### src/include/cpu_params.svh
/* core sizes and constants */

`ifndef CPU_PARAMS_SVH
`define CPU_PARAMS_SVH

// data path and address width
`define XLEN 32

// register index width, 32 architectural registers
`define REG_ID_W 5

// instruction memory depth in 32-bit words
`define IMEM_WORDS 256

// data memory size in bytes
`define DMEM_BYTES 1024

// first fetch address after reset
`define PC_RESET 32'h0000_0000

// addi x0, x0, 0
`define NOP_INST 32'h0000_0013

`endif

### src/verilog/cpuPkg.sv
/* core enum types */

package cpuPkg;

  // alu operation, branch compares return 1 when taken
  typedef enum logic [4:0] {
    aluAdd,
    aluSub,
    aluSll,
    aluSlt,
    aluSltu,
    aluXor,
    aluSrl,
    aluSra,
    aluOr,
    aluAnd,
    aluCopyB,
    aluBeq,
    aluBne,
    aluBlt,
    aluBge,
    aluBltu,
    aluBgeu
  } aluOpE;

  // load and store access size
  typedef enum logic [1:0] {
    memByte,
    memHalf,
    memWord
  } memWidthE;

  // run control states
  typedef enum logic [1:0] {
    stIdle,
    stRun,
    stHalt,
    stTrap
  } runStateE;

endpackage

### src/verilog/alu.sv
/* execute stage ALU */

`timescale 1ns/100ps
`include "cpu_params.svh"

module alu import cpuPkg::*; (
  input  logic [`XLEN-1:0]  a,
  input  logic [`XLEN-1:0]  b,
  input  aluOpE             op,
  output logic [`XLEN-1:0]  result
);

  logic [4:0] shamt;

  assign shamt = b[4:0];

  always_comb begin
    case (op)
      aluAdd:   result = a + b;
      aluSub:   result = a - b;
      aluSll:   result = a << shamt;
      aluSlt:   result = `XLEN'($signed(a) < $signed(b));
      aluSltu:  result = `XLEN'(a < b);
      aluXor:   result = a ^ b;
      aluSrl:   result = a >> shamt;
      aluSra:   result = $signed(a) >>> shamt;
      aluOr:    result = a | b;
      aluAnd:   result = a & b;
      aluCopyB: result = b;
      // compares give the taken flag in bit 0
      aluBeq:   result = `XLEN'(a == b);
      aluBne:   result = `XLEN'(a != b);
      aluBlt:   result = `XLEN'($signed(a) < $signed(b));
      aluBge:   result = `XLEN'($signed(a) >= $signed(b));
      aluBltu:  result = `XLEN'(a < b);
      aluBgeu:  result = `XLEN'(a >= b);
      default:  result = '0;
    endcase
  end

endmodule

### config.mk
export PLATFORM = sky130hd
export DESIGN_NAME = alu
export DESIGN_NICKNAME = d
export VERILOG_FILES = /design/src/verilog/cpuPkg.sv /design/src/verilog/alu.sv
export VERILOG_INCLUDE_DIRS = /design/src /design/src/include
export SDC_FILE = /design/constraint.sdc
export NUM_CORES = 1
export LEC_CHECK = 0
export BUFFER_PORTS_ARGS = -buffer_cell sky130_fd_sc_hd__buf_2
export CAP_MARGIN = 40
export CORE_UTILIZATION = 40
export DETAILED_ROUTE_END_ITERATION = 6
export PLACE_DENSITY_LB_ADDON = 0.2
export SLEW_MARGIN = 20
export SYNTH_ARGS = -nofsm -noshare
export SYNTH_HDL_FRONTEND = slang
export SYNTH_SLANG_ARGS = --single-unit
### constraint.sdc
create_clock -name vclk -period 5.81
set_input_delay 0.581 -clock vclk [all_inputs]
set_output_delay 0.581 -clock vclk [all_outputs]
set_load 0.01 [all_outputs]
# After elaboration in Yosys (flattened, before gate mapping)
# Cells that the tools add are included.
[word_totals]
input_bits = 69
out_inout_bits = 32
wordCells = 34
register_bits = 0
[op_classes]
add_sub_neg = 2
reduce_logical = 3
n_eq_ne = 18
magnitude_cmp = 4
n_mux = 1
bitwise_logic = 3
n_shift = 3
[op_table]
columns = ["op", "count"]
rows = [
  ["case mux 32 bit (15 select lines)", 1],
  ["greater-or-equal comparator 32 bit", 2],
  ["< comparator 32 bit", 2],
  ["== test 5 x 4 -> 1 bit (second input constant)", 8],
  ["adder 32 bit", 1],
  ["bitwise AND 32 bit", 1],
  ["== test 32 bit", 1],
  ["!= test 32 bit", 1],
  ["OR 32 bit", 1],
  ["left shift 32 x 5 -> 32 bit", 1],
  [">> shifter 32 x 5 -> 32 bit", 1],
  [">>> shifter 32 x 5 -> 32 bit", 1],
  ["subtractor 32 bit", 1],
  ["XOR 32 bit", 1],
  ["== test 5 x 3 -> 1 bit (second input constant)", 4],
  ["== test 5 x 2 -> 1 bit (second input constant)", 2],
  ["== test 5 x 1 -> 1 bit (second input constant)", 1],
  ["== test 5 bit (second input constant)", 1],
  ["logical NOT 5 bit", 1],
  ["OR reduction 2 bit", 2],
]

# Longest topological paths before layout
[depth]
ltp_word = 3
mapped_depth = 14
mapped_depth_nobuf = 12

# Worst setup path before layout
# No wires, ideal clock.
[synth_timing]
kind = "input to output"
start = "in b[1]"
end = "out result[29]"
path_slack_ns = 1.303
arrival_time_ns = 3.926
stages = 14
n_path_buf = 4
cell_sequence = "buf_2 > buf_4 > buf_2 > inv_2 > buf_1 > ha_1 > o21ba_1 > nor4_1 > o21ai_0 > a2111oi_0 > o32a_1 > a311oi_1 > o311a_1 > a32oi_1"
[synth_between]
elab_chain_cells = 2
elab_cells_between_ends = 6
[synth_rtl]
columns = ["element", "line_no", "text"]
rows = [
  ["start, declared", "alu.sv:8", "input logic [`XLEN-1:0] b,"],
  ["subtractor 32 bit, or another cell as far along", "alu.sv:20", "aluSub: result = a - b;"],
  ["case mux 32 bit (15 select lines) (*)", "alu.sv:18", "case (op)"],
  ["end, declared", "alu.sv:10", "output logic [`XLEN-1:0] result"],
]
# Every way passes the cells marked *; elsewhere a longest branch is shown, timed or not.

# Worst setup path in the final report
# Same ends and word-level chain as after synthesis.

==> results.sh <==
export IMPL_status="finished, final reports clean"
export IMPL_worst_setup_path_end_kind="primary output"
export IMPL_postCtsSetupBuffers=0
export IMPL_fin_tns_setup_ns=0
export IMPL_die_h_um=155
export IMPL_start_kind="input port"
export IMPL_antenna_left=0
export IMPL_crit_type="input port to primary output"
export IMPL_worst_path_max_fanout=21
export IMPL_cp_required_ns=5.23
export IMPL_fmax_mhz=197
export IMPL_grt_pass1_vias=10387
export IMPL_holdWs_ns=1.52
export IMPL_drive_above_1_share=0.154
export IMPL_finalWirelength_mm=42.7
export IMPL_drt_iter0_drc=1575
export IMPL_leakagePower_nw=4.31
export IMPL_antenna_found_initial=1
export IMPL_n_antenna_cell=0
export IMPL_hold_class="input port to primary output"
export IMPL_synth_seq_area_share=0
export IMPL_slew_limit_headroom=0.382
export IMPL_io_pins=101
export IMPL_drv_slew=0
export IMPL_detailed_place_hpwl_mm=32.5
export IMPL_wl_per_cell_um=25.5
export IMPL_initial_utilization=0.412
export IMPL_cp_arrival_ns=4.50
export IMPL_fin_nets=1539
export IMPL_seq_cell_count=0
export IMPL_register_area_um2=0
export IMPL_finalCriticalPeriod_ns=5.08
export IMPL_drv_cap=0
export IMPL_vdd_drop_max_mv=0.0354
export IMPL_synth_nets=1521
export IMPL_die_width_um=155
export IMPL_core_area_um2=22800
export IMPL_hold_viol_final=0
export IMPL_dr_pass1_iters=5
export IMPL_dieArea_um2=24100
export IMPL_yosysWarnings=0
export IMPL_most_common_layout_cells="nor2_1 (164), a21oi_1 (108), ha_1 (102)"
export IMPL_p_total_mw=0.943
export IMPL_hold_buffers=0
export IMPL_rsz0062_at_grt="no"
export IMPL_grt_ovfl_total=0
export IMPL_drc=0
export IMPL_grt_pass1_wl_mm=63.9
export IMPL_syn_area_um2=9370
export IMPL_grt_usage=0.344
export IMPL_synth_cells=1348
export IMPL_vias_per_cell=6.86
export IMPL_power_density_nw_per_um2=94.0
export IMPL_cts_repair_resized=0
export IMPL_port_buffers=101
export IMPL_area_growth_pct=6.99
export IMPL_via_count=11508
export IMPL_grt_start_max_net_pins=75
export IMPL_yosys_cell_types_count=86
export IMPL_final_common_cell="nor2_1"
export IMPL_nClkBuffers=0
export IMPL_fin_crit_sh=0.874
export IMPL_place_congestion=1.01
export IMPL_rows=55
export IMPL_postSynthAreaPerCell_um2=6.95
export IMPL_setup_viol=0
export IMPL_tightest_slew_ns=0.920
[per-stage QoR]
step	setup WS [ns]	instances	cell area [um^2]	utilization
4_1_cts	0.824	1677	10000	0.440
2_1_floorplan	1.30	1348	9370	-
3_5_place_dp	0.826	1677	10000	0.440
3_3_place_gp	0.905	1676	10000	0.440
6_report	0.730	1677	10000	0.440
5_1_grt	0.420	1677	10000	0.440
[final cells by class]
| cell class | instances | area (um^2) |
|---|---|---|
| fillers | 2424 | 12700 |
| multi-input cells | 1133 | 8540 |
| repair buffers | 127 | 707 |
| well taps | 313 | 392 |
| inverters | 104 | 390 |
[final timing paths]
kind | from | end | slack (ns) | cells after the start
setup / recovery | b[1] | result[29] | 0.73 | 12
hold / removal | b[13] | result[13] | 1.52 | 4
[power by group]
group	internal, mW	switching (mW)
registers	0	0
clock network	0	0
logic	0.341	0.602
[Yosys cell counts, drive strengths merged, types with 15 or more instances]
cell type	number	area, um^2
nor2	167	627
a21o	23	173
clkbuf	81	304
nand3	33	165
buf	30	170
a21oi	108	541
a211oi	24	185
nand2	97	364
ha	102	1280
o211ai	30	225
mux2i	35	350
o31ai	16	120
a22oi	23	173
nor3	31	155
o21ai	107	536
inv	104	390
nor4	15	100
a221o	16	160
mux4	55	1270
[worst max-delay path, cell delays in order]
cell,delay (ns)
buf_2,0.37
inv_2,0.33
ha_1,0.44
o21ba_1,0.23
nor4_1,0.61
o21ai_0,0.30
a2111oi_0,0.51
o32a_1,0.36
a311oi_1,0.15
o311a_1,0.31
a32oi_1,0.15
buf_2,0.15
[logic make-up after synthesis]
logic type | count (synthesis) | synth area share
multiplexers | 104 | 0.190
AND/OR/NAND/NOR | 415 | 0.203
adder cells (fa/ha/maj) | 104 | 0.140
XOR/XNOR | 3 | 0.00280
buffers and inverters | 215 | 0.0922
AO/OA/AOI/OAI | 507 | 0.372
[per-layer routing]
layer / track usage / up-vias / routed length, um
met5: 0 / - / 0
met4: 0.0835 / 0 / 1220
met3: 0.0507 / 86 / 4690
met2: 0.533 / 730 / 18600
met1: 0.498 / 5540 / 18200
li1: - / 5152 / -
Power figures use the tool's default switching activity.
