[src/include/cpu_params.svh]
/* core sizes and constants */

`ifndef CPU_PARAMS_SVH
`define CPU_PARAMS_SVH

// data path and address width
`define XLEN 32

// register index width, 32 architectural registers
`define REG_ID_W 5

// instruction memory depth in 32-bit words
`define IMEM_WORDS 256

// data memory size in bytes
`define DMEM_BYTES 1024

// first fetch address after reset
`define PC_RESET 32'h0000_0000

// addi x0, x0, 0
`define NOP_INST 32'h0000_0013

`endif

[src/verilog/regFile.sv]
/* integer register file */

`timescale 1ns/100ps
`include "cpu_params.svh"

module regFile (
  input  logic                  clk,
  input  logic                  rst,
  input  logic                  we,
  input  logic [`REG_ID_W-1:0]  waddr,
  input  logic [`XLEN-1:0]      wdata,
  input  logic [`REG_ID_W-1:0]  raddr1,
  input  logic [`REG_ID_W-1:0]  raddr2,
  input  logic [`REG_ID_W-1:0]  dbgAddr,
  output logic [`XLEN-1:0]      rdata1,
  output logic [`XLEN-1:0]      rdata2,
  output logic [`XLEN-1:0]      dbgData
);

  // x0 is cleared by reset and never written
  logic [`XLEN-1:0] regs [32];

  always_ff @(posedge clk) begin
    if (rst) begin
      for (int i = 0; i < 32; i++) begin
        regs[i] <= '0;
      end
    end else if (we && waddr != '0) begin
      regs[waddr] <= wdata;
    end
  end

  assign rdata1 = regs[raddr1];
  assign rdata2 = regs[raddr2];
  assign dbgData = regs[dbgAddr];

  // a write to x0 must never show up on a read of x0
  assert property (@(posedge clk) disable iff (rst)
    (raddr1 != '0 || rdata1 == '0) && (raddr2 != '0 || rdata2 == '0));

endmodule

[config.mk]
export PLATFORM = sky130hd
export DESIGN_NAME = regFile
export DESIGN_NICKNAME = d
export VERILOG_FILES = /design/src/verilog/regFile.sv
export VERILOG_INCLUDE_DIRS = /design/src /design/src/include
export SDC_FILE = /design/constraint.sdc
export NUM_CORES = 2
export LEC_CHECK = 0
export BUFFER_PORTS_ARGS = -buffer_cell sky130_fd_sc_hd__buf_2
export CAP_MARGIN = 5
export CORE_MARGIN = 2
export CORE_UTILIZATION = 33
export CTS_BUF_LIST = sky130_fd_sc_hd__clkbuf_2 sky130_fd_sc_hd__clkbuf_4 sky130_fd_sc_hd__clkbuf_8
export CTS_CLUSTER_SIZE = 30
export DETAILED_ROUTE_END_ITERATION = 8
export PLACE_DENSITY = 0.59
export RECOVER_POWER = 100
export SLEW_MARGIN = 20
export SYNTH_ARGS = -nofsm -noshare
export SYNTH_HDL_FRONTEND = slang
export SYNTH_SLANG_ARGS = --single-unit
[constraint.sdc]
create_clock -name clk -period 2.8 [get_ports clk]
set_input_delay 0.7 -clock clk [delete_from_list [all_inputs] [get_ports clk]]
set_output_delay 0.7 -clock clk [all_outputs]
set_load 0.005 [all_outputs]
; Yosys cells after proc, flatten, opt, wreduce, memory -nomap -nowiden
; Memories as Yosys holds them, arrays and structs flattened.
; Cells that the tools add are included.
; W data, S select, Z words.
[op_classes]
n_mux = 8
reduce_logical = 3
[ops]
columns = cell, count
row1 = $mux W32, 1
row2 = $reduce_or A32 Y1, 1
row3 = $mux W1, 6
row4 = $mux W5, 1
row5 = $reduce_bool A5 Y1, 1
row6 = $logic_and A1 B1 Y1, 1
[word_totals]
regBits = 0
ramBits = 1024
memories = 1
[memory_table]
columns = memory, depth, width, read_ports, rd_ports_with_merged_regs, wr, line
row1 = regs, 32, 32, 3, 0, 32, regFile.sv:21  ; logic [`XLEN-1:0] regs [32];

; Logic depth before layout (Yosys ltp)
[logic_depth]
depth_word = 7
ltp_mapped = 8
depth_no_buf = 5

; Worst setup path after synthesis
; Ideal clock, no wire load.
[synth_timing]
path_kind = input to output
startpoint = input dbgAddr[1]
endpoint = output dbgData[25]
arrival_time_ns = 1.864
required_time_ns = 2.100
setup_slack_ns = 0.236
path_stages = 8
n_path_buf = 4
cell_sequence = buf_2 > buf_4 > buf_4 > buf_6 > mux2i_1 > a22oi_1 > a31oi_1 > nand3_1
[synth_between]
elab_chain_len = 1
[synth_rtl]
columns = element, line
row1 = "start, declared", regFile.sv:14  ; input logic [`REG_ID_W-1:0] dbgAddr,
row2 = $mem_v2 Z32 W32, -
row3 = "end, declared", regFile.sv:17  ; output logic [`XLEN-1:0] dbgData
; Every way passes these cells.

; Worst setup path after layout
[layout_timing]
startpoint = input raddr2[0]
endpoint = output rdata2[12]
[layout_between]
elab_chain_len = 1
[layout_rtl]
columns = element, line
row1 = "start, declared", regFile.sv:13  ; input logic [`REG_ID_W-1:0] raddr2,
row2 = $mem_v2 Z32 W32, -
row3 = "end, declared", regFile.sv:16  ; output logic [`XLEN-1:0] rdata2,
; Every way passes these cells.

==> summary.txt <==
Layout
  – Post-route cell area: 78,880 µm²
  – Layout cell share with drive strength beyond 1: 0.2122
  – Largest regs: regs: 1024 flops
  – Commonest cells after routing, fill and taps aside: 1,530 x mux2i_1, 1,024 x edfxtp_1, 642 x and2_1
  – Layout net count: 6,242
  – Most flops, register: regs
  – Area Growth Syn to Fin: 21.96%
  – Post-Layout Cell Count: 8,976
  – Max FFs per register: 1,024
  – Commonest non-fill, non-tap cell in the layout: mux2i_1

Worst hold path
  – Worst hold path startpoint: wdata[12]
  – Worst hold path type: in -> reg

Logic synthesis
  – Synth Area in Adders: 0
  – Multiplexer share of the synthesized area: 0.2377
  – Yosys cell types: 29
  – Main combinational cell family by area after synthesis: multiplexers
  – Post-synth top flop: edfxtp_1
  – EDFF count, synth: 1,024
  – Yosys reg bits: 1,024
  – Compound-Gate Fraction of Synth Area: 0.09100
  – Mapped Avg Cell Area: 11.22 µm²
  – Post-Syn Instances: 5,763
  – Syn. warnings: 0
  – Register area share after synthesis: 0.4754
  – Xor/xnor share of the synthesized area: 0
  – Post-Synth Simple-Gate Area: 0.1522
  – Synth Cell Area: 64,670 µm²
  – Asr flop ratio synth: 0

GRT
  – First-pass GRT wire length: 387,000 µm
  – Grt total ovfl: 0
  – GRT Total Usage: 0.2710
  – Vias in the first global route: 52,080
  – Pin count of the biggest net entering global routing: 49
  – Initial antenna violation count: 32

Drt
  – Wirelength, routed: 279,900 µm
  – Via/cell ratio: 5.854
  – DR WL/cell: 31.18 µm
  – Vias: 52,550
  – Antenna Nets Post-Route: 0
  – # DRC: 0
  – 1st-iter DRT viols: 6,812
  – DRT Pass-1 Iters: 7

Die
  – Die area: 199,500 µm²
  – FP Rows: 162
  – Ports: 151
  – Initial Util: 0.3320
  – Core area: 194,800 µm²
  – Die Wd: 446.7 µm
  – Die Height: 446.7 µm

STA
  – Smallest hold slack: 0.3473 ns
  – Worst slew margin: 0.02363
  – Min Clock Period, post-route: 3.215 ns
  – Worst-Margin Slew: 1.465 ns
  – Final hold violations: 0
  – Slew Limit Fails: 0
  – Achievable Freq: 311.1 MHz
  – RSZ-0062 raised after global routing: yes
  – Final setup fails: 503
  – Tcrit/Tclk final: 1.148
  – Setup ws final: -0.4148 ns
  – Setup TNS: -45.74 ns

Worst setup path
  – Critical Path Start: raddr2[0]
  – Critical path endpoint: rdata2[12]
  – Critical Path RT: 2.10 ns
  – Max Fanout on Critical Path: 11
  – WP depth: 10
  – CP delay by family, top: buffers and inverters
  – Critical Path AT: 2.51 ns
  – Slowest stage cell, crit path: nor3_1
  – Startpoint types: primary input
  – Critical Path Max Stage Delay: 0.38 ns
  – Crit Path Class: in -> out
  – Crit end category: primary output
  – Worst-path cell chain: clkbuf_4 -> nor2_4 -> buf_12 -> bufbuf_16 -> buf_4 -> a22o_1 -> nor3_1 -> a31oi_4 -> nand3_2 -> buf_2
  – Worst path buffer plus inverter count: 5

Placement
  – Dpl cells: 8,647
  – RePlAce Congestion: 0.9302
  – Pre-CTS setup slack: -0.5749 ns
  – IO buf count: 150
  – DP HPWL: 179,200 µm
  – Post-place instance area: 73,740 µm²

Flow run
  – Max-Cap Viols: 0

Status
  – Failing checks: setup timing
  – Status: complete, but fails checks

Clock network
  – CTS tree: done
  – CTS buffer count: 176
  – Number of H-tree levels: 4
  – Clock buffer depth: 3
  – CTS sink cnt: 1,024
  – Reg clk slew, reported paths: 0.06 ns
  – Clock root buffer: clkbuf_8

Power
  – P_leak: 0.03170 µW
  – Worst vdd ir: 0.0005385 V
  – Pwr/cell area: 516.2 nW/µm²
## metal layers
| layer | track usage | up-vias | part of all wire |
|---|---|---|---|
| li1 | - | 22260 | - |
| met1 | 0.3436 | 26240 | 0.39 |
| met2 | 0.4230 | 3196 | 0.45 |
| met3 | 0.05684 | 845 | 0.095 |
| met4 | 0.1649 | 8 | 0.067 |
| met5 | 0 | - | 0.00071 |
## cell usage after synthesis, types with 34 or more instances
cell type / instances / area share
buf_1: 38 / 0.0022
a31oi_1: 96 / 0.0093
a22o_1: 192 / 0.026
a22oi_1: 288 / 0.033
and2_1: 995 / 0.096
nand2_1: 293 / 0.017
a21oi_1: 288 / 0.022
clkbuf_1: 270 / 0.016
nor3_1: 96 / 0.0074
mux2i_1: 1536 / 0.24
or2_2: 34 / 0.0033
buf_2: 139 / 0.011
buf_4: 99 / 0.011
edfxtp_1: 1024 / 0.48
nand3_1: 289 / 0.022
## how the worst min path moves through the flow
stage	cells past startpoint	slack [ns]	to
2_1_floorplan	1	0.90	regs[1][31]
3_3_place_gp	1	1.08	regs[0][1]
3_5_place_dp	1	1.08	regs[0][1]
4_1_cts	1	0.05	regs[0][27]
5_1_grt	2	0.33	regs[15][0]
6_report	2	0.35	regs[7][12]
## cells by family after synthesis
group / count (synthesis)
AND/OR/NAND/NOR: 1766
multiplexers: 1536
flip-flops: 1024
AO/OA/AOI/OAI: 864
buffers and inverters: 572
other: 1
## final cells by class
type | count | area [µm²]
fill | 18490 | 115900
multi-input combinational | 4198 | 33290
sequential | 1024 | 30750
timing repair buffer | 787 | 7888
tap | 2624 | 3283
clock buffer | 231 | 2873
clock inverter | 88 | 738.2
antenna | 24 | 60.06
## metrics by stage
| step | total power (µW) | utilization |
|---|---|---|
| after floorplan | 22240 | - |
| after global placement | 25640 | 0.3786 |
| after detailed placement | 25740 | 0.3786 |
| after CTS | 40650 | 0.4074 |
| after global routing | 41710 | 0.4048 |
| final | 40720 | 0.4049 |
## timing repair
item                       in CTS  in global routing
pin swaps                     153                140
buffers inserted               11                 24
gates resized for setup       345                 88
hold buffers                    0                  0
setup endpoints to repair      96                 96
gates cloned                    9                  6
hold endpoints to repair        0                  0
## power by group
group          switching [µW]  leakage [µW]  internal (µW)
Combinational            4560        0.0201           3080
Sequential                716       0.00975          17800
Clock                    6800       0.00189           7810
Total                   12100        0.0317          28600
(Power assumes the default switching activity.)
