**src/include/cpu_params.svh**
```systemverilog
/* core sizes and constants */

`ifndef CPU_PARAMS_SVH
`define CPU_PARAMS_SVH

// data path and address width
`define XLEN 32

// register index width, 32 architectural registers
`define REG_ID_W 5

// instruction memory depth in 32-bit words
`define IMEM_WORDS 256

// data memory size in bytes
`define DMEM_BYTES 1024

// first fetch address after reset
`define PC_RESET 32'h0000_0000

// addi x0, x0, 0
`define NOP_INST 32'h0000_0013

`endif

```
**src/verilog/cpuPkg.sv**
```systemverilog
/* core enum types */

package cpuPkg;

  // alu operation, branch compares return 1 when taken
  typedef enum logic [4:0] {
    aluAdd,
    aluSub,
    aluSll,
    aluSlt,
    aluSltu,
    aluXor,
    aluSrl,
    aluSra,
    aluOr,
    aluAnd,
    aluCopyB,
    aluBeq,
    aluBne,
    aluBlt,
    aluBge,
    aluBltu,
    aluBgeu
  } aluOpE;

  // load and store access size
  typedef enum logic [1:0] {
    memByte,
    memHalf,
    memWord
  } memWidthE;

  // run control states
  typedef enum logic [1:0] {
    stIdle,
    stRun,
    stHalt,
    stTrap
  } runStateE;

endpackage

```
**src/verilog/runControl.sv**
```systemverilog
/* run control FSM */

`timescale 1ns/100ps

module runControl import cpuPkg::*; (
  input  logic  clk,
  input  logic  rst,
  input  logic  start,
  input  logic  ebreakEx,
  input  logic  illegalEx,
  output logic  running,
  output logic  halted,
  output logic  trapped
);

  runStateE state;

  always_ff @(posedge clk) begin
    if (rst) begin
      state <= stIdle;
    end else begin
      case (state)
        stIdle: begin
          if (start) begin
            state <= stRun;
          end
        end
        stRun: begin
          if (illegalEx) begin
            state <= stTrap;
          end else if (ebreakEx) begin
            state <= stHalt;
          end
        end
        // halt and trap hold until reset
        default: state <= state;
      endcase
    end
  end

  assign running = state == stRun;
  assign halted = state == stHalt;
  assign trapped = state == stTrap;

  // a stop level holds until reset so halt and trap never meet
  assert property (@(posedge clk) disable iff (rst)
    (halted || trapped) |=> $stable({halted, trapped}));

  // execute reports stop events only from a running core
  assert property (@(posedge clk) disable iff (rst) (ebreakEx || illegalEx) |-> running);

endmodule

```
**config.mk**
```make
export PLATFORM = sky130hd
export DESIGN_NAME = runControl
export DESIGN_NICKNAME = d
export VERILOG_FILES = /design/src/include/cpu_params.svh /design/src/verilog/cpuPkg.sv /design/src/verilog/runControl.sv
export SDC_FILE = /design/constraint.sdc
export NUM_CORES = 1
export LEC_CHECK = 0
export BUFFER_PORTS_ARGS = -buffer_cell sky130_fd_sc_hd__buf_2
export CORE_AREA = 2 2 39 41
export DETAILED_ROUTE_END_ITERATION = 12
export DIE_AREA = 0 0 41 43
export HOLD_SLACK_MARGIN = 0.02
export SYNTH_ARGS = -nofsm -noshare
export SYNTH_HDL_FRONTEND = slang
export SYNTH_SLANG_ARGS = --single-unit
```
**constraint.sdc**
```tcl
create_clock -name clk -period 1.05 [get_ports clk]
set_input_delay 0.0525 -clock clk [delete_from_list [all_inputs] [get_ports clk]]
set_output_delay 0.0525 -clock clk [all_outputs]
set_load 0.02 [all_outputs]
```
* Word-level counts from Yosys, hierarchy flattened *
Index checks and enable logic that the tools add are counted.

cells by class
  eq/ne operators = 5
  multiplexer cells = 4
  reduce and logical (&&, ||, !) cells = 3

operators by type and width
  kind                  number
  $mux W2               3
  $eq A2 B2 Y1 const B  2
  $pmux W2 S2           1
  $ne A3 B3 Y1 const B  1
  $reduce_and A3 Y1     1
  $eq A2 B1 Y1 const B  1
  $logic_not A2 Y1      1
  $ne A2 B2 Y1 const B  1
  $reduce_bool A2 Y1    1

storage, ports and cells
  register bits = 2
  input bits = 5
  output and inout bits = 3
  word-level logic and storage cells = 13

* Depth between registers and ports, before layout *
  depth in word-level cells = 3
  mapped depth = 2
  mapped depth without buffers = 2

* Least setup slack after synthesis *
Ideal clock, no wire load.

  path kind = flip-flop to flip-flop
  start point = register state[1]
  end point = register state[0]
  data arrival time = 0.875 ns
  required time = 0.906 ns
  slack = 0.031 ns
  stages on the path, launching flop included = 3
  buffers on the path = 0
  period minus slack after synthesis = 1.019 ns
  cell sequence = dfxtp_1 nor2b_1 a2111oi_2

between the ends
  longest elaborated chain between the ends = 3

ends and longest elaborated chain
  element                                                  line              source
  start: declaration                                       runControl.sv:16  runStateE state;
  start signal: assignment                                 runControl.sv:20  state <= stIdle;
  start signal: assignment                                 runControl.sv:25  state <= stRun;
  start signal: assignment                                 runControl.sv:30  state <= stTrap;
  $eq A2 B1 Y1 / $logic_not A2 Y1 (equally long branches)  runControl.sv:22  case (state)
  $ne A3 B3 Y1 (no source line) (tied with other cells)    n/a
  $reduce_and A3 Y1 (no source line)                       n/a

Parallel ways exist; a longest one is shown, timed or not.
A chain may end at the register's enable or synchronous reset.

* Worst setup path in the final report *
  start point = register state[0]
  end point = output running

between the ends
  longest elaborated chain between the ends = 1

ends and longest elaborated chain
  element           line              source
  $eq A2 B1 Y1      runControl.sv:41  assign running = state == stRun;
  end: declaration  runControl.sv:11  output logic running,

No other way between the ends.

==> impl_results.md <==
* Ports at 8
* Total power at 321 µW
* Slowest stage cell, crit path: dfxtp_2
* Fin area at 204 µm²
* Largest family of logic cells by synthesized area: simple AND/OR/NAND/NOR gates
* FF-to-FF path depth at 2
* Post-DRT Antenna Nets at 0
* Post-synth cell types at 9
* Htree depth at 1
* Die width at 41 µm
* Fmax at 1020 MHz
* Synth Area in Compound Gates at 23.5%
* Max_cap viols at 0
* Height of the die at 43 µm
* Skew final at 0.00167 ns
* Min-Delay Path Depth at 3
* DRC viols at 0
* Crit path max fanout at 5
* Pre-CTS setup slack at 0.171 ns
* Initial antenna violation count at 0
* Total leakage power at 0.0000910 µW
* Worst hold slack at 0.138 ns
* Initial core utilization at 7.69%
* Worst Hold Launch: ebreakEx
* Post-DR wirelength/cell at 7.00 µm
* Largest registers: state (2)
* Via/cell ratio at 3.03
* Vias at 115
* Crit path DAT at 0.93 ns
* Top cells by count, synth: 2 x dfxtp_1, 2 x nor2b_1
* Clk Latency, worst-skew pair at 0.22 ns
* Crit. End Element: output port
* Remaining Overflow, GRT at 0
* Hold Fails Final Rpt at 0
* Internal at 244 µW
* Max VDD drop at 0.250 mV
* Most flop-heavy register: state
* Setup Crit Path Kind: reg2out
* Ys async rst share at 0%
* Critical Path RT at 1.00 ns
* Post-Syn Nets at 16
* TNS Setup at 0 ns
* GP Congestion at 0.447
* CORE AREA at 1380 µm²
* CP startpoint kind: flop
* WP buf/inv at 1
* Avg Inst Size Synth at 9.67 µm²
* Post-synthesis mux area share at 0%
* Tightest Hold Check Type: in2reg
* Post-synth top area cell: dfxtp_1
* Power Density at 1570 nW/µm²
* Core Rows at 14
* RSZ-0062 raised after global routing: no
* Setup slack, reg-to-reg at 0.19 ns
* Vias in the first global route at 90
* Post-DP Area at 161 µm²
* Clock slew at reported path FFs at 0.03 ns
* Final period utilization at 93.5%
* Max reg flops at 2
* Reg power frac at 30.2%
* Sw Share at 24.1%
* Worst flop-to-flop path endpoint: state[0]$_SDFFE_PP0P_
* Worst relative slew slack at 83.9%
* Post-DP HPWL at 200 µm
* Max-slew violations at 0
* Outcome: finished clean
* Crit-path cells: nor2b_4 -> buf_2
* Top post-synthesis cells by area: dfxtp_1 38%, a2111oi_2 14%, nor2b_4 13%
* First-pass GRT wire length at 331 µm
* Share of cells above drive strength 1 at 72.7%
* Sequential area share after synthesis at 37.6%
* Largest net degree at the start of global routing at 6
* Delay-heaviest family, CP: flip-flops
* Mapped Cells at 11
* Clock sinks at 2
* NetSw at 77.4 µW
* Seq cells post-synth at 2
* First-pass iteration count of the detailed router at 1
* Post-CTS setup buffers at 0
* DR iter-0 viols at 0
* Setup Viol. Count Final at 0
* Synth top area share at 37.6%
* Largest buffer count on any clock path at 2
* Simple-Gate Fraction of Synth Area at 35.3%
* Crit path time final at 0.981 ns
* Cell Area, Synth at 106 µm²
* Xor/xnor share of the synthesized area at 0%
* Clock power frac at 50.8%
* Synth Flop Type: dfxtp_1
* CTS buffer count at 3
* Post-synth EDFFs at 0
* Die area at 1760 µm²
* Final wirelength at 266 µm
* Number of diodes at 0
* Final Worst Setup Slack at 0.0686 ns
* Area grow syn2layout at 91.8%
* Yosys warning total at 0
* Port Buf Inserts at 7
* Slew @ Worst Pin at 0.242 ns
* Nets at 29
* Adder-cell share of the synthesized area at 0%
* R2r startpoint: state[0]$_SDFFE_PP0P_
* CTS tree: yes
* CP Depth at 2
* Tot GR Track Use at 3.81%
* Hold worst-path end: state[1]$_SDFFE_PP0P_
* Combinational Power Share at 19.0%
* Root buf cell: clkbuf_4
* CP peak stage delay at 0.37 ns
what timing repair did:
item | CTS | global route
hold endpoints to repair | 2 | 0
hold buffers | 1 | 0
endpoints found under the setup margin | 1 | 1
resized for setup | 3 | 1
worst max path at each step:
stage,from,end,slack (ns)
finish,state[0]$_SDFFE_PP0P_,running,0.07
global placement,state[1]$_SDFFE_PP0P_,halted,0.18
global route,state[0]$_SDFFE_PP0P_,running,0.04
CTS,state[1]$_SDFFE_PP0P_,halted,0.01
floorplan,state[1]$_SDFFE_PP0P_,state[0]$_SDFFE_PP0P_,0.03
detailed placement,state[1]$_SDFFE_PP0P_,halted,0.17
cell families after synthesis:
family | after synthesis
buf+inv | 1
compound gates | 3
simple gates | 5
flops | 2
routing by layer:
metal | global-route usage (%) | routed length (µm)
met5 | 0 | 0
met4 | 4.00 | 0
met1 | 2.88 | 124
met3 | 6.28 | 49
met2 | 3.44 | 93
per-stage QoR:
step | cells | util (%)
finish | 38 | 14.7
global route | 38 | 14.7
CTS | 38 | 14.6
detailed placement | 34 | 11.7
global placement | 34 | 11.7
floorplan | 11 | -
power by group through the flow:
stage	combinational [µW]	sequential, µW	clock (µW)
finish	60.9	97.1	163
global route	66.7	97.7	176
global placement	54.5	93.5	0
floorplan	36.4	92.0	0
CTS	61.2	96.0	176
detailed placement	55.1	94.1	0
tightest hold or removal path: cells and delay by family:
| kind | cells | cell delay [ns] |
|---|---|---|
| buffers and inverters | 1 | 0.09 |
| AO/OA/AOI/OAI | 2 | 0.17 |
layout by cell type (no fill, tap or decap):
cell type and count:
a2111oi_2 1, dlygate4sd3_1 1, clkbuf_4 3, nor2b_4 2, nor2_1 1, dfxtp_2 2
inv_1 1, buf_2 7, o21ai_1 1, nor2b_1 1, and2_2 1, a21oi_1 1
final cells by class:
type | instances | area [µm²]
fill | 158 | 1180
multi-input combinational | 8 | 70.1
timing repair buffer | 8 | 45.0
sequential | 2 | 42.5
inverter | 1 | 3.75
tap | 16 | 20.0
clock buffer | 3 | 22.5
Power figures use the tool's default switching activity.
