===== config.mk =====
export PLATFORM = sky130hd
export DESIGN_NAME = perfCounter
export DESIGN_NICKNAME = d
export VERILOG_FILES = /design/src/verilog/perfCounter.sv
export VERILOG_INCLUDE_DIRS = /design/src /design/src/include
export SDC_FILE = /design/constraint.sdc
export NUM_CORES = 1
export LEC_CHECK = 0
export BUFFER_PORTS_ARGS = -buffer_cell sky130_fd_sc_hd__buf_2
export CAP_MARGIN = 25
export CORE_ASPECT_RATIO = 0.5
export CORE_MARGIN = 1
export CORE_UTILIZATION = 35
export CTS_BUF_LIST = sky130_fd_sc_hd__clkbuf_8
export CTS_CLUSTER_DIAMETER = 60
export DETAILED_ROUTE_END_ITERATION = 8
export GPL_ROUTABILITY_DRIVEN = 0
export PLACE_DENSITY = 0.64
export SLEW_MARGIN = 20
export SYNTH_ARGS = -nofsm -noshare
export SYNTH_HDL_FRONTEND = slang
export SYNTH_SLANG_ARGS = --single-unit

===== constraint.sdc =====
create_clock -name clk -period 2.85 [get_ports clk]
set_clock_uncertainty 0.05 [all_clocks]
set_input_delay 0.285 -clock clk [delete_from_list [all_inputs] [get_ports clk]]
set_output_delay 0.285 -clock clk [all_outputs]
set_load 0.01 [all_outputs]

===== src/include/cpu_params.svh =====
/* core sizes and constants */

`ifndef CPU_PARAMS_SVH
`define CPU_PARAMS_SVH

// data path and address width
`define XLEN 32

// register index width, 32 architectural registers
`define REG_ID_W 5

// instruction memory depth in 32-bit words
`define IMEM_WORDS 256

// data memory size in bytes
`define DMEM_BYTES 1024

// first fetch address after reset
`define PC_RESET 32'h0000_0000

// addi x0, x0, 0
`define NOP_INST 32'h0000_0013

`endif


===== src/verilog/perfCounter.sv =====
/* cycle and retired instruction counters */

`timescale 1ns/100ps
`include "cpu_params.svh"

module perfCounter (
  input  logic              clk,
  input  logic              rst,
  input  logic              running,
  input  logic              retire,
  output logic [`XLEN-1:0]  cycleCount,
  output logic [`XLEN-1:0]  instRet
);

  always_ff @(posedge clk) begin
    if (rst) begin
      cycleCount <= '0;
      instRet <= '0;
    end else begin
      if (running) begin
        cycleCount <= cycleCount + 1'b1;
      end
      if (retire) begin
        instRet <= instRet + 1'b1;
      end
    end
  end

  assert property (@(posedge clk) disable iff (rst) retire |-> running);

endmodule


### Yosys cells after proc, flatten, opt, wreduce, memory -nomap -nowiden

Index checks and enable logic that the tools add are counted.

* bits in registers: 64
* input bits: 4

* $add $sub $neg: 2

Operators by type and width (number)
* 32-bit by 1-bit adder with 32-bit output (second input constant): 2

### Depth between registers and ports, before layout

Gate-level depths: netlist of run 1.

* depth in word-level cells: 1
* mapped depth: 7
* depth with buffers taken out: 5

### Least setup slack after synthesis of run 1

OpenSTA, ideal clock, no wires.

* path kind: reg2reg
* from: register cycleCount[0]
* to: register cycleCount[30]
* library setup time: 0.121 ns
* arrival time: 2.023 ns
* path slack: 0.656 ns
* stages on the path, launching flop included: 7
* clock period less this slack: 2.194 ns
* path through: dfxtp_1 -> ha_1 -> nand3_2 -> or4_1 -> buf_2 -> nor4_1 -> mux2_2

* word-level cells in the longest chain between the ends: 1

Ends and longest elaborated chain
* start: declaration: RTL line perfCounter.sv:11 `` output logic [`XLEN-1:0] cycleCount, ``
* start signal: assignment: RTL line perfCounter.sv:21 `cycleCount <= cycleCount + 1'b1;`
* 32-bit by 1-bit adder with 32-bit output: RTL line perfCounter.sv:21

No other way between the ends.
A chain may end at the register's enable or synchronous reset.

### Final worst setup path of run 1

Ends and elaborated chain as after synthesis.

==> results of run 1 <==
[registers in the layout (all words and copies together) (netlist names)]
register	cells
instRet	32
cycleCount	32
[tightest hold or removal path, cell delays in order]
cell	delay, ps
sky130_fd_sc_hd__buf_2	150
sky130_fd_sc_hd__xnor2_1	80
sky130_fd_sc_hd__nor2_1	70
[synth_stat cells (7+ instances only)]
cell type	number	area (um^2)
sky130_fd_sc_hd__inv_1	7	26.28
sky130_fd_sc_hd__nand3_1	19	95.09
sky130_fd_sc_hd__nor3_1	9	45.04
sky130_fd_sc_hd__o21ai_0	9	45.04
sky130_fd_sc_hd__o31ai_1	24	180.2
sky130_fd_sc_hd__nor2_1	30	112.6
sky130_fd_sc_hd__or4_1	27	202.7
sky130_fd_sc_hd__a21oi_1	35	175.2
sky130_fd_sc_hd__or3_1	9	56.30
sky130_fd_sc_hd__nand4_1	16	100.1
sky130_fd_sc_hd__nand2_1	23	86.33
sky130_fd_sc_hd__and4_1	11	96.34
sky130_fd_sc_hd__xor2_1	11	96.34
sky130_fd_sc_hd__xnor2_1	13	113.9
sky130_fd_sc_hd__dfxtp_1	64	1281
sky130_fd_sc_hd__clkbuf_1	14	52.55
[cells by family after synthesis]
| kind of cell | synth area share |
|---|---|
| simple gates | 0.3058 |
| compound gates | 0.1384 |
| flops | 0.4244 |
| mux | 0.01782 |
| xor+xnor | 0.06962 |
| fa+ha+maj | 0.008287 |
| buf+inv | 0.03564 |
[final timing paths]
check	startpoint	endpoint	cells after the start
hold / removal	retire	instRet[0]$_SDFFE_PP0P_	3
setup / recovery	cycleCount[0]$_SDFFE_PP0P_	cycleCount[30]$_SDFFE_PP0P_	5
setup reg to reg	cycleCount[0]$_SDFFE_PP0P_	cycleCount[30]$_SDFFE_PP0P_	5
hold reg to reg	instRet[31]$_SDFFE_PP0P_	instRet[31]$_SDFFE_PP0P_	2
[per-layer routing]
metal | vias up | part of all wire | GRT usage
li1 | 1443 | - | -
met1 | 1311 | 0.49 | 0.2005
met2 | 53 | 0.45 | 0.2591
met3 | 9 | 0.044 | 0.05781
met4 | 0 | 0.011 | 0.06392
met5 | - | 0 | 0
[per-stage QoR]
stage / instances / instance area [um^2] / hold WS (ps) / util / power [uW]
after detailed placement: 515 / 3428 / 424.1 / 0.4195 / 973.6
after floorplan: 354 / 3019 / 445.9 / - / 958.7
after CTS: 531 / 3649 / 209.1 / 0.4464 / 1848
after global placement: 515 / 3428 / 425.2 / 0.4195 / 972.0
final: 531 / 3649 / 216.9 / 0.4464 / 1822
after global routing: 531 / 3649 / 228.3 / 0.4464 / 1899
[power by group]
| part | switching [uW] | leakage (uW) | internal (uW) |
|---|---|---|---|
| sequential | 7.62 | 0.000516 | 900 |
| combinational | 29.5 | 0.000705 | 15.3 |
| clock | 358 | 0.000112 | 511 |
| total | 396 | 0.00133 | 1430 |
[cell type report]
| cell class | instances | area, um^2 | area share |
|---|---|---|---|
| clock buffer | 10 | 137.6 | 0.03772 |
| clock inverter | 6 | 82.58 | 0.02263 |
| sequential | 64 | 1281 | 0.3512 |
| tap | 112 | 140.1 | 0.03841 |
| multi-input combinational | 263 | 1630 | 0.4468 |
| inverter | 7 | 26.28 | 0.007202 |
| timing repair buffer | 69 | 350.3 | 0.09602 |
==> flow_summary_export.csv, run 1 <==
group,metric,value,unit
yosys,mappedNetlistArea,0.003019,mm^2
yosys,yosys_warnings,0,
critical_path,crit_fanout,18,
critical_path,crit_slowest_cell,"sky130_fd_sc_hd__or4_1",
detailed_routing,antenna_violating_nets_post_route,0,
critical_path,timing.critical_path.from_type,"flip-flop",
clocking,tritoncts,"done",
floorplan,coreArea,0.008173,mm^2
global_routing,groute.usage.overall,0.1615,
global_routing,grt_antenna_before_repair,0,
cells_and_area,layout_commonest_cell,"sky130_fd_sc_hd__buf_2",
clocking,clkLatencyLatePin,350,ps
job,maxCapViolations,0,
yosys,synth.ff_latch_count,64,
critical_path,worst_ep_arrival_time,2620,ps
critical_path,timing.reg2reg.setup_slack,420,ps
detailed_routing,routed_wirelength,7.023,mm
sta,worst_pin_slew,760.6,ps
sta,hold_viol_final,0,
global_routing,grt.overflow.total,0,
placement,pre_cts_slack,414.0,ps
sta,setup_repair_after_global_routing_missed_its_margin,"no",
clocking,cts_resized,0,
cells_and_area,final_cell_mix,"sky130_fd_sc_hd__buf_2 (67), sky130_fd_sc_hd__dfxtp_1 (64), sky130_fd_sc_hd__a21oi_1 (35)",
detailed_routing,vias_after_detailed_routing,2816,
sta,finalSetupTns,0,ps
sta,final_period_minus_worst_setup_slack,2431,ps
clocking,cts_htree_levels,3,
floorplan,dieArea,0.009024,mm^2
global_routing,first_global_vias,2350,
power,power_per_cell_area,499.4,mW/mm^2
power,power.ir.vdd_worst,0.1954,mV
cells_and_area,number_of_nets_in_the_finished_design,420,
yosys,synth_fp_nets,360,
critical_path,timing.critical_path.cells,"ha_1 > nand3_2 > or4_1 > nor4_1 > mux2_2",
critical_path,cpPeakStageDelay,790,ps
yosys,synth_edf_count,0,
clocking,cts.sinks,64,
clocking,ctsRootBufferMaster,"sky130_fd_sc_hd__clkbuf_8",
yosys,netlist_instances,354,
clocking,worst_setup_hold_path_clk_slew,70,ps
clocking,cts_inserted_buffers,9,
yosys,share_of_flip_flops_with_an_asynchronous_set_or_reset,0,
placement,portBuffers,67,
sta,timing.max_slew.rel_slack,0.4929,
sta,final.period_utilization,0.8531,
status,status,"completed",
floorplan,std_cell_rows,23,
cells_and_area,fill_cells,840,
sta,highest_achievable_clock_rate,0.4113,GHz
cells_and_area,n_antenna_cell,0,
global_routing,grt_start_max_net_pins,42,
detailed_routing,vias_per_cell,5.303,
critical_path,cp_data_required_time,3040,ps
yosys,seq_area_frac_synth,0.4244,
cells_and_area,flow.area_growth_from_synthesis,20.85,%
power,leakagePower,0.001333,uW
sta,setup_viol_count_final,0,
detailed_routing,drc_errors,0,
clocking,cts.repair_timing.setup_buffer_count,0,
yosys,yosys.cell_types.count,31,
min_path,timing.hold.worst.class,"in -> reg",
detailed_routing,detail_route.iter0.violations,144,
clocking,cts.path.max_buffers,2,
yosys,synth_ff_type,"sky130_fd_sc_hd__dfxtp_1",
critical_path,worstPathBufferInverterCount,0,
floorplan,die-width,133.3,um
critical_path,path_class,"reg -> reg",
floorplan,initial_core_util,0.3694,
critical_path,path_delay_family,"simple AND/OR/NAND/NOR gates",
cells_and_area,fraction_of_layout_instances_using_a_drive_strength_above_1,0.2172,
sta,fin_max_slew_vios,0,
yosys,post_syn_area_per_cell,8.529,um^2
critical_path,setup.worst_path.end_class,"flip-flop",
placement,post-dp-hpwl,4.810,mm
sta,worst_slack,418.8,ps
detailed_routing,routedWlPerCell,13.23,um
floorplan,boundaryPins,68,
global_routing,grt_pass1_wl,11.32,mm
clocking,cts.hold.buffers_added,0,
floorplan,die_height,67.68,um
detailed_routing,firstDrtPassIters,4,
Power figures use the tool's default switching activity.
==> run 2: changes to the inputs <==
- CORE_ASPECT_RATIO: 0.5 -> not set
- SKIP_CTS_REPAIR_TIMING: not set -> 1
- TNS_END_PERCENT: not set -> 20
==> run 2 against run 1 <==
Net effect:
- sequential power is essentially flat
- design area is essentially flat
- sequential share of layout area is essentially flat
- critical endpoint unchanged
- largest power group unchanged
==> flow_summary_export.csv, run 2 (synthesis gave the netlist of run 1 again) <==
group,metric,value,unit
floorplan,die-width,94.88,um
sta,highest_achievable_clock_rate,0.4036,GHz
detailed_routing,firstDrtPassIters,4,
sta,worst_pin_slew,534.4,ps
global_routing,grt_antenna_before_repair,0,
job,maxCapViolations,0,
critical_path,timing.reg2reg.setup_slack,370,ps
sta,setup_repair_after_global_routing_missed_its_margin,"no",
power,report.power.total,1830,uW
critical_path,cp_data_required_time,3030,ps
clocking,cts.path.max_buffers,2,
sta,finalSetupTns,0,ps
floorplan,dieArea,0.009001,mm^2
cells_and_area,utilization_after_layout,0.4395,
critical_path,timing.critical_path.cells,"ha_1 > nand3_2 > or4_1 > nor4_1 > mux2_2",
detailed_routing,detail_route.iter0.violations,76,
min_path,timing.hold.worst.class,"in -> reg",
critical_path,crit_slowest_cell,"sky130_fd_sc_hd__or4_1",
detailed_routing,vias_after_detailed_routing,2886,
global_routing,groute.usage.overall,0.1715,
critical_path,setup.worst_path.end_class,"flip-flop",
power,power.ir.vdd_worst,0.2336,mV
power,power_per_cell_area,501.7,mW/mm^2
clocking,worst_setup_hold_path_clk_slew,70,ps
global_routing,grt_pass1_wl,12.19,mm
critical_path,path_class,"reg -> reg",
detailed_routing,routed_wirelength,7.221,mm
floorplan,initial_core_util,0.3638,
sta,setup_viol_count_final,0,
clocking,cts_htree_levels,3,
sta,holdWs,241.7,ps
clocking,ctsRootBufferMaster,"sky130_fd_sc_hd__clkbuf_8",
cells_and_area,final_cell_mix,"sky130_fd_sc_hd__buf_2 (67), sky130_fd_sc_hd__dfxtp_1 (64), sky130_fd_sc_hd__a21oi_1 (35)",
clocking,cts_inserted_buffers,9,
clocking,clkLatencyLatePin,340,ps
sta,timing.max_slew.rel_slack,0.6434,
placement,post-dp-hpwl,5.085,mm
global_routing,first_global_vias,2670,
cells_and_area,biggestRegsByFlops,"cycleCount: 32 flops, instRet: 32 flops",
placement,portBuffers,67,
sta,hold_viol_final,0,
clocking,tritoncts,"done",
cells_and_area,n_antenna_cell,0,
critical_path,crit_fanout,18,
cells_and_area,fraction_of_layout_instances_using_a_drive_strength_above_1,0.2148,
floorplan,boundaryPins,68,
cells_and_area,layout_commonest_cell,"sky130_fd_sc_hd__buf_2",
floorplan,std_cell_rows,33,
critical_path,worst_ep_arrival_time,2650,ps
detailed_routing,drc_errors,0,
sta,worst_slack,372.5,ps
detailed_routing,antenna_violating_nets_post_route,0,
detailed_routing,routedWlPerCell,13.78,um
floorplan,coreArea,0.008299,mm^2
sta,final.period_utilization,0.8693,
cells_and_area,flow.area_growth_from_synthesis,20.80,%
power,leakagePower,0.001343,uW
global_routing,grt_start_max_net_pins,28,
placement,pre_cts_slack,375.2,ps
global_routing,grt.overflow.total,0,
critical_path,timing.critical_path.from_type,"flip-flop",
detailed_routing,vias_per_cell,5.508,
status,status,"completed",
sta,fin_max_slew_vios,0,
critical_path,cpPeakStageDelay,790,ps
clocking,cts.sinks,64,
sta,final_period_minus_worst_setup_slack,2478,ps
cells_and_area,number_of_nets_in_the_finished_design,421,
floorplan,die_height,94.88,um
[run 2: layout make-up]
cell class / instances / area (um^2)
clock buffers: 11 / 151.4
well taps: 105 / 131.4
flip-flops and latches: 64 / 1281
clock inverters: 4 / 68.82
inverters: 7 / 26.28
fillers: 851 / 4652
repair buffers: 70 / 357.8
multi-input cells: 263 / 1630
[run 2: metrics by stage]
step	std cells	area, um^2
after CTS	524	3647
after detailed placement	509	3427
after global routing	524	3647
final	524	3647
after global placement	509	3427
after floorplan	354	3019
[run 2: worst paths after layout]
check | start | cells after the start | endpoint
worst min register to register | instRet[31]$_SDFFE_PP0P_ | 2 | instRet[31]$_SDFFE_PP0P_
worst min-delay path | retire | 3 | instRet[0]$_SDFFE_PP0P_
worst max register to register | cycleCount[0]$_SDFFE_PP0P_ | 5 | cycleCount[30]$_SDFFE_PP0P_
worst max-delay path | cycleCount[0]$_SDFFE_PP0P_ | 5 | cycleCount[30]$_SDFFE_PP0P_
[run 2: report_power, final]
group	internal, uW	total, uW	switching (uW)
combinational	16.0	45.8	29.8
sequential	900	908	8.00
clock	531	876	345
total	1450	1830	383
[run 2: metal layers]
metal | vias up | global-route usage | wire (um)
met5 | - | 0 | 0
met4 | 0 | 0.06061 | 100
met3 | 12 | 0.04992 | 332
met2 | 49 | 0.2824 | 3410
met1 | 1377 | 0.2121 | 3378
li1 | 1448 | - | -
[run 2: worst max-delay path: cells and delay by family, from the launching register on]
kind	cells	cell delay [ps]
flops	1	410
fa+ha+maj	1	240
simple gates	3	1290
mux	1	370
==> run 3: changes to the inputs <==
- CELL_PAD_IN_SITES_DETAIL_PLACEMENT: not set -> 0
- CELL_PAD_IN_SITES_GLOBAL_PLACEMENT: not set -> 1
- CORE_MARGIN: 1 -> not set
- PLACE_DENSITY: 0.64 -> 0.79
==> run 3 against run 2 <==
Net effect:
- hold slack improved by 2.2 ps
- via count decreased by 0.45%
- combinational power decreased by 3%
- setup slack improved by 8.1 ps
- power decreased by 4.3%
- design area decreased by 0.38%
- sequential power about the same
- core utilization decreased by 0.17 points
- cell count increased by 0.19%
- clock power decreased by 8.9%
- critical path type unchanged
- critical endpoint unchanged
- highest routed layer unchanged
==> flow_summary_export.csv, run 3 (synthesis gave the netlist of run 1 again) <==
group,metric,value,unit
sta,worst_pin_slew,786.4,ps
global_routing,grt_antenna_before_repair,0,
cells_and_area,number_of_nets_in_the_finished_design,421,
cells_and_area,layout_commonest_cell,"sky130_fd_sc_hd__buf_2",
clocking,cts.sinks,64,
cells_and_area,fill_cells,839,
global_routing,first_global_vias,2493,
cells_and_area,flow.area_growth_from_synthesis,20.35,%
cells_and_area,biggestRegsByFlops,"cycleCount: 32 flops, instRet: 32 flops",
sta,hold_viol_final,0,
critical_path,cp_data_required_time,3030,ps
clocking,ctsRootBufferMaster,"sky130_fd_sc_hd__clkbuf_8",
sta,final.period_utilization,0.8665,
sta,timing.max_slew.rel_slack,0.4757,
critical_path,path_delay_family,"simple AND/OR/NAND/NOR gates",
critical_path,path_class,"reg -> reg",
critical_path,timing.critical_path.cells,"ha_1 > nand3_2 > or4_1 > nor4_1 > mux2_2",
detailed_routing,antenna_violating_nets_post_route,0,
power,power.sequential.fraction,0.518,
power,internal_power,1364,uW
power,power.share.clock,0.456,
clocking,tritoncts,"done",
clocking,worst_setup_hold_path_clk_slew,80,ps
global_routing,groute.usage.overall,0.1680,
global_routing,grt_pass1_wl,11.92,mm
min_path,timing.hold.worst.class,"in -> reg",
placement,post_dp_cell_area,0.003427,mm^2
sta,finalSetupTns,0,ps
power,leakagePower,0.001327,uW
clocking,cts_htree_levels,3,
cells_and_area,final_cell_mix,"sky130_fd_sc_hd__buf_2 (67), sky130_fd_sc_hd__dfxtp_1 (64), sky130_fd_sc_hd__a21oi_1 (35)",
power,power.net_switching,387.1,uW
clocking,cts_inserted_buffers,9,
cells_and_area,n_antenna_cell,0,
detailed_routing,detail_route.iter0.violations,103,
global_routing,grt.overflow.total,0,
clocking,cts.path.max_buffers,2,
critical_path,worst_ep_arrival_time,2650,ps
power,power_per_cell_area,481.9,mW/mm^2
detailed_routing,routed_wirelength,7.232,mm
clocking,clkLatencyLatePin,330,ps
global_routing,grt_start_max_net_pins,43,
sta,final_period_minus_worst_setup_slack,2469,ps
cells_and_area,fraction_of_layout_instances_using_a_drive_strength_above_1,0.2190,
sta,highest_achievable_clock_rate,0.4050,GHz
floorplan,coreArea,0.008299,mm^2
critical_path,worstPathBufferInverterCount,0,
cells_and_area,area_taken_by_multi_input_logic_gates,0.001630,mm^2
detailed_routing,firstDrtPassIters,4,
floorplan,die-width,94.88,um
cells_and_area,seqCellArea,0.001281,mm^2
power,share_comb_of_total_power,0.025,
floorplan,initial_core_util,0.3638,
critical_path,cpPeakStageDelay,810,ps
critical_path,crit_fanout,18,
detailed_routing,vias_after_detailed_routing,2873,
placement,portBuffers,67,
critical_path,crit_slowest_cell,"sky130_fd_sc_hd__or4_1",
placement,post-dp-hpwl,4.899,mm
power,power.ir.vdd_worst,0.3109,mV
floorplan,boundaryPins,68,
floorplan,std_cell_rows,33,
critical_path,setup.worst_path.end_class,"flip-flop",
cells_and_area,final_cell_area,0.003633,mm^2
detailed_routing,vias_per_cell,5.472,
detailed_routing,routedWlPerCell,13.78,um
critical_path,timing.critical_path.from_type,"flip-flop",
power,power_switching_share,0.2211,
floorplan,dieArea,0.009001,mm^2
sta,fin_max_slew_vios,0,
sta,setup_repair_after_global_routing_missed_its_margin,"no",
job,maxCapViolations,0,
status,status,"completed",
floorplan,die_height,94.88,um
power,report.power.total,1751,uW
detailed_routing,drc_errors,0,
sta,setup_viol_count_final,0,
## run 3: cell count changes in the layout (fill, tap and decap cells not counted), sizes merged
cell      before  now
bufinv         2    1
inv            8    7
clkinvlp       0    2
clkinv         1    2
## run 3: stage by stage
stage | std cells | hold WS [ps] | utilization | setup WS [ps]
global placement | 509 | 421.2 | 0.4129 | 427.7
finish | 525 | 243.8 | 0.4378 | 380.6
detailed placement | 509 | 430.1 | 0.4129 | 370.2
floorplan | 354 | 445.9 | - | 656.4
global route | 525 | 234.6 | 0.4378 | 226.0
CTS | 525 | 224.4 | 0.4378 | 380.3
## run 3: metal layers
metal,routed length [um],up-vias,GRT usage
li1,-,1446,-
met1,3538,1349,0.2192
met2,3234,71,0.2680
met3,398,7,0.05314
met4,61,0,0.04167
met5,0,-,0
## run 3: power by group through the flow
stage          clock network, uW  logic (uW)  registers [uW]
2_1_floorplan                  0        28.4             930
3_3_place_gp                   0        44.5             928
3_5_place_dp                   0        45.2             928
4_1_cts                      834        45.3             907
5_1_grt                      864        49.1             908
6_report                     798        44.6             908
## run 3: cell type report
class | count | area share
clock buffers | 11 | 0.04167
clock inverters | 5 | 0.01515
inverters | 7 | 0.007231
multi-input cells | 263 | 0.4487
flip-flops and latches | 64 | 0.3526
well taps | 105 | 0.03616
repair buffers | 70 | 0.09848
## run 3: path summary, 6_finish.rpt
| check | startpoint | end | slack [ps] | cells after the start |
|---|---|---|---|---|
| worst max-delay path | cycleCount[0]$_SDFFE_PP0P_ | cycleCount[30]$_SDFFE_PP0P_ | 380 | 5 |
| worst min-delay path | retire | instRet[0]$_SDFFE_PP0P_ | 240 | 3 |
| worst max register to register | cycleCount[0]$_SDFFE_PP0P_ | cycleCount[30]$_SDFFE_PP0P_ | 380 | 5 |
| worst min register to register | instRet[23]$_SDFFE_PP0P_ | instRet[23]$_SDFFE_PP0P_ | 440 | 2 |
## run 3: worst register-to-register path, delay by kind of cell (launching register included)
| family | cells | cell delay (ps) |
|---|---|---|
| and+or+nand+nor | 3 | 1320 |
| DFF | 1 | 400 |
| muxes | 1 | 360 |
| adders and majority gates | 1 | 230 |
